<file path="src/source/uart_cfg_pkg.sv">
package uart_cfg_pkg;

  // ####################
  // serial link timing.
  // ####################

  // clock cycles per serial bit.
  localparam int BAUD_DIV = 16;
  localparam int HALF_BIT = BAUD_DIV / 2;

  // idle bit times between the address and data frames of a write.
  localparam int FRAME_GAP_BITS = 2;

  // start, data, parity and stop.
  localparam int DATA_BITS  = 8;
  localparam int FRAME_BITS = DATA_BITS + 3;

  typedef logic [DATA_BITS-1:0]         uart_byte_t;
  typedef logic [3:0]                   bit_cnt_t;
  typedef logic [$clog2(BAUD_DIV)-1:0]  baud_cnt_t;

  // bit positions within a frame, start bit is 0.
  localparam bit_cnt_t PARITY_IDX = bit_cnt_t'(DATA_BITS + 1);
  localparam bit_cnt_t STOP_IDX   = bit_cnt_t'(FRAME_BITS - 1);

endpackage

</file>
<file path="src/source/reg_cmd_pkg.sv">
package reg_cmd_pkg;

  import uart_cfg_pkg::*;

  // ####################
  // host command layout.
  // ####################

  typedef logic [15:0] reg_cmd_t;
  typedef logic [6:0]  reg_addr_t;
  typedef logic [7:0]  reg_data_t;

  // 1 selects a write, 0 a read.
  localparam int WRITE_FLAG_BIT = 15;

  // ####################
  // command engine.
  // ####################

  localparam int REPLY_TIMEOUT_BITS = 24;
  localparam int REPLY_TIMEOUT_CYC  = REPLY_TIMEOUT_BITS * BAUD_DIV;
  localparam int GAP_CYC            = FRAME_GAP_BITS * BAUD_DIV;

  typedef logic [$clog2(REPLY_TIMEOUT_CYC+1)-1:0] eng_timer_t;

  // one cycle to see busy drop, one for the start strobe, one in the transmitter.
  localparam eng_timer_t GAP_LOAD   = eng_timer_t'(GAP_CYC - 3);
  localparam eng_timer_t REPLY_LOAD = eng_timer_t'(REPLY_TIMEOUT_CYC);

  typedef enum logic [2:0] {
    idle,
    send_first,
    gap,
    send_second,
    wait_reply,
    report
  } eng_state_t;

endpackage

</file>
<file path="src/source/uart_tx.sv">
`timescale 1ns/1ps

module uart_tx
  import uart_cfg_pkg::*;
(
  input  logic       clk,
  input  logic       rst_n,
  input  uart_byte_t tx_byte,
  input  logic       tx_start,
  output logic       tx,
  output logic       tx_busy
);

  uart_byte_t shift_q;
  logic       parity_q;
  baud_cnt_t  baud_cnt;
  bit_cnt_t   bit_cnt;
  bit_cnt_t   nxt_bit;
  logic       bit_end;
  logic       load;

  assign bit_end = (baud_cnt == baud_cnt_t'(BAUD_DIV - 1));
  assign nxt_bit = bit_cnt + 1'b1;
  assign load    = tx_start && !tx_busy;

  // ####################
  // bit sequencing.
  // ####################

  always_ff @(posedge clk or negedge rst_n)
  begin
    if (!rst_n)
    begin
      tx       <= 1'b1;
      tx_busy  <= 1'b0;
      baud_cnt <= '0;
      bit_cnt  <= '0;
    end
    else if (load)
    begin
      // start bit goes out right away.
      tx       <= 1'b0;
      tx_busy  <= 1'b1;
      baud_cnt <= '0;
      bit_cnt  <= '0;
    end
    else if (tx_busy)
    begin
      if (!bit_end)
      begin
        baud_cnt <= baud_cnt + 1'b1;
      end
      else
      begin
        baud_cnt <= '0;
        bit_cnt  <= nxt_bit;
        if (nxt_bit < PARITY_IDX)
          tx <= shift_q[0];
        else if (nxt_bit == PARITY_IDX)
          tx <= parity_q;
        else
          tx <= 1'b1;
        // stop bit has lasted a full bit time.
        if (bit_cnt == STOP_IDX)
          tx_busy <= 1'b0;
      end
    end
  end

  // data goes out lsb first.
  always_ff @(posedge clk)
  begin
    if (load)
    begin
      shift_q  <= tx_byte;
      parity_q <= ^tx_byte;
    end
    else if (tx_busy && bit_end && nxt_bit < PARITY_IDX)
    begin
      shift_q <= shift_q >> 1;
    end
  end

endmodule

</file>
<file path="src/source/uart_rx.sv">
`timescale 1ns/1ps

module uart_rx
  import uart_cfg_pkg::*;
(
  input  logic       clk,
  input  logic       rst_n,
  input  logic       rx,
  output uart_byte_t rx_byte,
  output logic       rx_done,
  output logic       rx_err,
  output logic       rx_active
);

  logic       rx_meta;
  logic       rx_sync;
  logic       rx_prev;
  baud_cnt_t  baud_cnt;
  bit_cnt_t   bit_cnt;
  uart_byte_t shift_q;
  logic       parity_err_q;
  logic       stop_err_q;
  logic       mid_bit;
  logic       bit_end;
  logic       start_edge;
  logic       data_bit;

  assign mid_bit    = (baud_cnt == baud_cnt_t'(HALF_BIT - 1));
  assign bit_end    = (baud_cnt == baud_cnt_t'(BAUD_DIV - 1));
  assign start_edge = rx_prev && !rx_sync;
  assign data_bit   = (bit_cnt != '0) && (bit_cnt < PARITY_IDX);
  assign rx_byte    = shift_q;

  // ####################
  // input synchronizer.
  // ####################

  always_ff @(posedge clk or negedge rst_n)
  begin
    if (!rst_n)
    begin
      rx_meta <= 1'b1;
      rx_sync <= 1'b1;
      rx_prev <= 1'b1;
    end
    else
    begin
      rx_meta <= rx;
      rx_sync <= rx_meta;
      rx_prev <= rx_sync;
    end
  end

  // ####################
  // frame sampling.
  // ####################

  always_ff @(posedge clk or negedge rst_n)
  begin
    if (!rst_n)
    begin
      rx_active    <= 1'b0;
      rx_done      <= 1'b0;
      rx_err       <= 1'b0;
      baud_cnt     <= '0;
      bit_cnt      <= '0;
      parity_err_q <= 1'b0;
      stop_err_q   <= 1'b0;
    end
    else
    begin
      rx_done <= 1'b0;
      if (!rx_active)
      begin
        if (start_edge)
        begin
          rx_active <= 1'b1;
          baud_cnt  <= '0;
          bit_cnt   <= '0;
        end
      end
      else
      begin
        baud_cnt <= bit_end ? '0 : baud_cnt + 1'b1;
        if (bit_end)
          bit_cnt <= bit_cnt + 1'b1;
        if (mid_bit)
        begin
          // line back high at mid start bit, so it was a glitch.
          if (bit_cnt == '0 && rx_sync)
            rx_active <= 1'b0;
          else if (bit_cnt == PARITY_IDX)
            parity_err_q <= rx_sync ^ (^shift_q);
          else if (bit_cnt == STOP_IDX)
            stop_err_q <= !rx_sync;
        end
        if (bit_end && bit_cnt == STOP_IDX)
        begin
          rx_active <= 1'b0;
          rx_done   <= 1'b1;
          rx_err    <= parity_err_q | stop_err_q;
        end
      end
    end
  end

  always_ff @(posedge clk)
  begin
    if (rx_active && mid_bit && data_bit)
      shift_q <= {rx_sync, shift_q[DATA_BITS-1:1]};
  end

endmodule

</file>
<file path="src/source/reg_cmd_engine.sv">
`timescale 1ns/1ps

module reg_cmd_engine
  import uart_cfg_pkg::*;
  import reg_cmd_pkg::*;
(
  input  logic       clk,
  input  logic       rst_n,
  input  reg_cmd_t   cmd_in,
  input  logic       cmd_vld,
  output logic       cmd_rdy,
  output uart_byte_t tx_byte,
  output logic       tx_start,
  input  logic       tx_busy,
  input  uart_byte_t rx_byte,
  input  logic       rx_done,
  input  logic       rx_err,
  input  logic       rx_active,
  output reg_data_t  read_data,
  output logic       read_rdy,
  output logic       read_err
);

  eng_state_t state_q;
  eng_timer_t timer_q;
  logic       is_write_q;
  reg_data_t  wr_data_q;
  reg_addr_t  cmd_addr;
  logic       cmd_take;
  logic       tx_done;
  logic       gap_over;

  assign cmd_rdy  = (state_q == idle);
  assign cmd_take = cmd_vld && cmd_rdy;
  assign cmd_addr = cmd_in[WRITE_FLAG_BIT-1 -: $bits(reg_addr_t)];

  // busy only rises the cycle after the strobe.
  assign tx_done  = !tx_start && !tx_busy;
  assign gap_over = (state_q == gap) && (timer_q == '0);

  // ####################
  // sequencing FSM.
  // ####################

  always_ff @(posedge clk or negedge rst_n)
  begin
    if (!rst_n)
    begin
      state_q    <= idle;
      timer_q    <= '0;
      is_write_q <= 1'b0;
      tx_start   <= 1'b0;
      read_rdy   <= 1'b0;
      read_err   <= 1'b0;
      read_data  <= '0;
    end
    else
    begin
      tx_start <= 1'b0;
      read_rdy <= 1'b0;
      case (state_q)
        idle:
        begin
          if (cmd_take)
          begin
            is_write_q <= cmd_in[WRITE_FLAG_BIT];
            tx_start   <= 1'b1;
            state_q    <= send_first;
          end
        end
        send_first:
        begin
          if (tx_done)
          begin
            if (is_write_q)
            begin
              timer_q <= GAP_LOAD;
              state_q <= gap;
            end
            else
            begin
              timer_q <= REPLY_LOAD;
              state_q <= wait_reply;
            end
          end
        end
        gap:
        begin
          if (gap_over)
          begin
            tx_start <= 1'b1;
            state_q  <= send_second;
          end
          else
          begin
            timer_q <= timer_q - 1'b1;
          end
        end
        send_second:
        begin
          if (tx_done)
            state_q <= idle;
        end
        wait_reply:
        begin
          if (rx_done)
          begin
            read_data <= rx_byte;
            read_err  <= rx_err;
            state_q   <= report;
          end
          // timer holds while a frame is coming in.
          else if (!rx_active)
          begin
            if (timer_q == '0)
            begin
              read_data <= '0;
              read_err  <= 1'b1;
              state_q   <= report;
            end
            else
            begin
              timer_q <= timer_q - 1'b1;
            end
          end
        end
        report:
        begin
          // strobe lines up with cmd_rdy going high.
          read_rdy <= 1'b1;
          state_q  <= idle;
        end
        default:
        begin
          state_q <= idle;
        end
      endcase
    end
  end

  // address byte carries the write flag in its top bit.
  always_ff @(posedge clk)
  begin
    if (cmd_take)
    begin
      tx_byte   <= {cmd_in[WRITE_FLAG_BIT], cmd_addr};
      wr_data_q <= cmd_in[$bits(reg_data_t)-1:0];
    end
    else if (gap_over)
    begin
      tx_byte <= wr_data_q;
    end
  end

endmodule

</file>
<file path="src/source/uart_reg_master.sv">
`timescale 1ns/1ps

module uart_reg_master
  import uart_cfg_pkg::*;
  import reg_cmd_pkg::*;
(
  input  logic      clk,
  input  logic      rst_n,
  input  reg_cmd_t  cmd_in,
  input  logic      cmd_vld,
  output logic      cmd_rdy,
  output logic      tx,
  input  logic      rx,
  output reg_data_t read_data,
  output logic      read_rdy,
  output logic      read_err
);

  uart_byte_t tx_byte;
  logic       tx_start;
  logic       tx_busy;
  uart_byte_t rx_byte;
  logic       rx_done;
  logic       rx_err;
  logic       rx_active;

  reg_cmd_engine engine_i (
    .clk       (clk),
    .rst_n     (rst_n),
    .cmd_in    (cmd_in),
    .cmd_vld   (cmd_vld),
    .cmd_rdy   (cmd_rdy),
    .tx_byte   (tx_byte),
    .tx_start  (tx_start),
    .tx_busy   (tx_busy),
    .rx_byte   (rx_byte),
    .rx_done   (rx_done),
    .rx_err    (rx_err),
    .rx_active (rx_active),
    .read_data (read_data),
    .read_rdy  (read_rdy),
    .read_err  (read_err)
  );

  uart_tx tx_i (
    .clk      (clk),
    .rst_n    (rst_n),
    .tx_byte  (tx_byte),
    .tx_start (tx_start),
    .tx       (tx),
    .tx_busy  (tx_busy)
  );

  // receiver runs freely.
  uart_rx rx_i (
    .clk       (clk),
    .rst_n     (rst_n),
    .rx        (rx),
    .rx_byte   (rx_byte),
    .rx_done   (rx_done),
    .rx_err    (rx_err),
    .rx_active (rx_active)
  );

endmodule

</file>
<file path="config.mk">
export PLATFORM = sky130hd
export DESIGN_NAME = uart_reg_master
export DESIGN_NICKNAME = d
export VERILOG_FILES = /design/src/source/uart_cfg_pkg.sv /design/src/source/reg_cmd_pkg.sv /design/src/source/uart_tx.sv /design/src/source/uart_rx.sv /design/src/source/reg_cmd_engine.sv /design/src/source/uart_reg_master.sv
export SDC_FILE = /design/constraint.sdc
export NUM_CORES = 1
export LEC_CHECK = 0
export ABC_CLOCK_PERIOD_IN_PS = 5830
export BUFFER_PORTS_ARGS = -buffer_cell sky130_fd_sc_hd__buf_2
export CAP_MARGIN = 5
export CORE_MARGIN = 2
export CORE_UTILIZATION = 30
export CTS_BUF_LIST = sky130_fd_sc_hd__clkbuf_16
export DETAILED_ROUTE_END_ITERATION = 16
export PLACE_DENSITY = 0.48
export SLEW_MARGIN = 20
export SYNTH_ARGS = -nofsm -noshare
export SYNTH_HDL_FRONTEND = slang
export SYNTH_SLANG_ARGS = --single-unit
</file>
<file path="constraint.sdc">
create_clock -name clk -period 5.83 [get_ports clk]
set_input_delay 0.583 -clock clk [delete_from_list [all_inputs] [get_ports clk]]
set_output_delay 0.583 -clock clk [all_outputs]
set_load 0.01 [all_outputs]
</file>
==> metrics.log <==
INFO  metric outcome = finished, final reports clean
INFO  metric yosys_warnings = 0
INFO  metric vias_per_cell = 4.61
INFO  metric antenna_found_initial = 0
INFO  metric dieWidth = 117 um
INFO  metric detail_route.drc_violations = 0
INFO  metric crit_required = 5.79 ns
INFO  metric wl = 7190 um
INFO  metric synthCells = 345
INFO  metric post_synth_instance_area = 3830 um2
INFO  metric power_switching_share = 0.316
INFO  metric starting_density_of_the_core = 0.305
INFO  metric hp-start = rx
INFO  metric grt_max_degree = 51
INFO  metric hold_vio_cnt_final = 0
INFO  metric power_per_cell_area = 395 nW/um2
INFO  metric clock_skew = 0.00461 ns
INFO  metric post_dp_cell_area = 4150 um2
INFO  metric power_frac_comb = 0.219
INFO  metric overall_global_routing_usage = 0.114
INFO  metric synthesis.area_per_instance = 11.1 um2
INFO  metric hold_buffers = 0
INFO  metric synth.top_cells.by_area = sky130_fd_sc_hd__dfrtp_1, sky130_fd_sc_hd__edfxtp_1, sky130_fd_sc_hd__o21ai_0, sky130_fd_sc_hd__nand2_1, sky130_fd_sc_hd__xnor2_1
INFO  metric cts.repair.resized = 0
INFO  metric gr-total-overflow = 0
INFO  metric synth_cell_types = 47
INFO  metric rrSetupSlack = 3.22 ns
INFO  metric maxSlewHeadroom = 0.324
INFO  metric cts.reportedPaths.clkPinSlew = 0.06 ns
INFO  metric antenna_violating_nets_post_route = 0
INFO  metric grt_pass1_wl = 11900 um
INFO  metric syn_to_final_growth = 15.3%
INFO  metric clk_latency = 0.34 ns
INFO  metric die_area = 13700 um2
INFO  metric routed-via-count = 2539
INFO  metric final_design_area_no_fill = 4420 um2
INFO  metric setup_violations = 0
INFO  metric max_cap_viol_count = 0
INFO  metric startpoint = engine_i.timer_q[0]
INFO  metric final.period_utilization = 0.448
INFO  metric io_pins = 32
INFO  metric vdd_drop_max = 0.249 mV
INFO  metric numCtsBuffers = 9
INFO  metric clock_power_share = 0.295
INFO  metric seq_power_share = 0.486
INFO  metric clock_net_sink_count = 83
INFO  metric worst_slew_pin_slew = 1.01 ns
INFO  metric critical_path_peak_fanout = 8
INFO  metric cp-end-kind = flip-flop
INFO  metric synth_area_leader_cell = sky130_fd_sc_hd__dfrtp_1
INFO  metric netSwitchingPower = 0.000553 W
INFO  metric report.final.slew_viol_count = 0
INFO  metric post_drt_wl_per_cell = 13.1 um
INFO  metric drt_iter0_drc = 185
INFO  metric synth.ff_latch_count = 83
INFO  metric cts_tree = yes
INFO  metric setup_repair_after_global_routing_missed_its_margin = false
INFO  metric grt_pass1_vias = 2453
INFO  metric rows = 41
INFO  metric drive_above_1_share = 0.166
INFO  metric holdCritPathClass = in -> reg
INFO  metric antenna-diode-count = 0
INFO  metric fin_tns_setup = 0 ns
INFO  metric h-tree-depth = 3
INFO  metric critical_path_class = reg -> reg
INFO  metric number_of_optimization_iterations_in_the_first_detailed_route_pass = 4
INFO  metric hold-worst-slack = 0.347 ns
INFO  metric nets = 404
INFO  metric synth_nets = 375
INFO  metric static-leakage-power = 1.85 nW
INFO  metric dp_hpwl = 4920 um
INFO  metric regToRegStartpoint = engine_i.timer_q[0]
INFO  metric die-height = 117 um
INFO  metric post-cts-setup-buffers = 0
INFO  metric gp_congestion = 0.811
INFO  metric clk_root_buffer_cell = sky130_fd_sc_hd__clkbuf_16
INFO  metric placement.io_buffers = 31
INFO  metric design.core.area = 12600 um2
INFO  metric maxClockFrequency = 383 MHz
INFO  metric critPathLaunchType = flip-flop
INFO  metric synth_seq_area_share = 0.586
INFO  metric timing.critical_path.arrival = 2.56 ns
INFO  metric cell_internal_pwr = 0.00119 W
INFO  metric min_period = 2.61 ns
INFO  metric yosys.area.top_type_share = 0.300
INFO  metric cts-root-to-sink-buffers = 2
INFO  metric layout.core_utilization = 0.352
## critical path: stages (launching register included)
cell	delay, ns
sky130_fd_sc_hd__dfrtp_1	0.41
sky130_fd_sc_hd__inv_1	0.07
sky130_fd_sc_hd__ha_1	0.17
sky130_fd_sc_hd__or3b_1	0.45
sky130_fd_sc_hd__nor3_4	0.19
sky130_fd_sc_hd__mux2i_1	0.15
sky130_fd_sc_hd__nor3_1	0.79
## metrics by stage
stage | total power [W] | std cells | setup slack, ns
after floorplan | 0.00114 | 345 | 3.53
after global placement | 0.00123 | 535 | 3.30
after detailed placement | 0.00124 | 535 | 3.21
after CTS | 0.00177 | 551 | 3.20
after global routing | 0.00187 | 551 | 3.00
final | 0.00175 | 551 | 3.22
## synthesized netlist by cell type (all sizes together)
cell,instances
a21oi,12
nor2b,2
o21ai,35
nor4,1
nand2b,4
nor4b,1
buf,4
dfstp,4
a22o,14
nor2,25
inv,19
or3b,1
a21o,1
nand4,4
edfxtp,33
or4,3
clkinv,1
nor3b,1
o31ai,6
clkbuf,10
nand3b,1
xnor2,15
nand2,38
o32ai,1
mux2,9
a211oi,1
nor3,12
nand3,8
o22a,2
or2,1
xor2,6
o32a,1
o211a,1
ha,10
mux2i,1
and3,2
a31oi,2
dfrtp,46
or3,2
and2,4
o211ai,1
## layer usage
metal	GRT usage	vias up	part of all wire
met1	0.146	1212	0.48
met5	0	-	0
li1	-	1279	-
met2	0.179	35	0.46
met3	0.0355	13	0.035
met4	0.0471	0	0.019
## path summary, 6_finish.rpt
path	cells past startpoint	to
min	1	rx_i.rx_meta
min reg2reg	0	rx_i.rx_sync
max	6	engine_i.tx_byte[7]
max reg2reg	6	engine_i.tx_byte[7]
min in group asynchronous	2	tx_i.baud_cnt[3]
max in group asynchronous	2	rx_i.bit_cnt[1]
## cells by family after synthesis
kind of cell,synth area share
adders and majority gates,0.0326
and+or+nand+nor,0.143
AOI/OAI and AO/OA,0.127
DFF,0.586
muxes,0.0290
xor gates and xnor gates,0.0480
buffers and inverters,0.0352
## layout by cell type (no fill, tap or decap), types with 6 or more instances in the layout
| cell | instances |
|---|---|
| sky130_fd_sc_hd__mux2_2 | 8 |
| sky130_fd_sc_hd__ha_1 | 10 |
| sky130_fd_sc_hd__nand2_1 | 38 |
| sky130_fd_sc_hd__nor3_1 | 11 |
| sky130_fd_sc_hd__xor2_1 | 6 |
| sky130_fd_sc_hd__o31ai_1 | 6 |
| sky130_fd_sc_hd__a21oi_1 | 12 |
| sky130_fd_sc_hd__clkbuf_16 | 9 |
| sky130_fd_sc_hd__nor2_1 | 24 |
| sky130_fd_sc_hd__nand3_1 | 8 |
| sky130_fd_sc_hd__a22o_1 | 14 |
| sky130_fd_sc_hd__edfxtp_1 | 33 |
| sky130_fd_sc_hd__xnor2_1 | 15 |
| sky130_fd_sc_hd__o21ai_0 | 30 |
| sky130_fd_sc_hd__dfrtp_1 | 46 |
| sky130_fd_sc_hd__inv_1 | 19 |
| sky130_fd_sc_hd__buf_2 | 31 |
## layout make-up
type / count / area (um2)
multi-input combinational: 228 / 1450
timing repair buffer: 32 / 163
clock buffer: 9 / 225
fill: 1255 / 8150
clock inverter: 7 / 45.0
sequential: 83 / 2250
inverter: 20 / 75.1
tap: 172 / 215
## power groups by stage
stage	Clock, W	Combinational, W	Sequential, W
finish	0.000516	0.000383	0.000848
global route	0.000559	0.000447	0.000866
CTS	0.000536	0.000388	0.000846
detailed placement	0	0.000386	0.000857
global placement	0	0.000380	0.000853
floorplan	0	0.000336	0.000808
## sequential cells by signal (all words and copies together), names as in the netlist, 3 cells and up
register            flops
engine_i.timer_q        9
engine_i.read_data      8
engine_i.tx_byte        8
engine_i.wr_data_q      8
rx_i.rx_byte            8
tx_i.shift_q            8
rx_i.baud_cnt           4
rx_i.bit_cnt            4
tx_i.baud_cnt           4
tx_i.bit_cnt            4
engine_i.state_q        3
(Power assumes the default switching activity.)
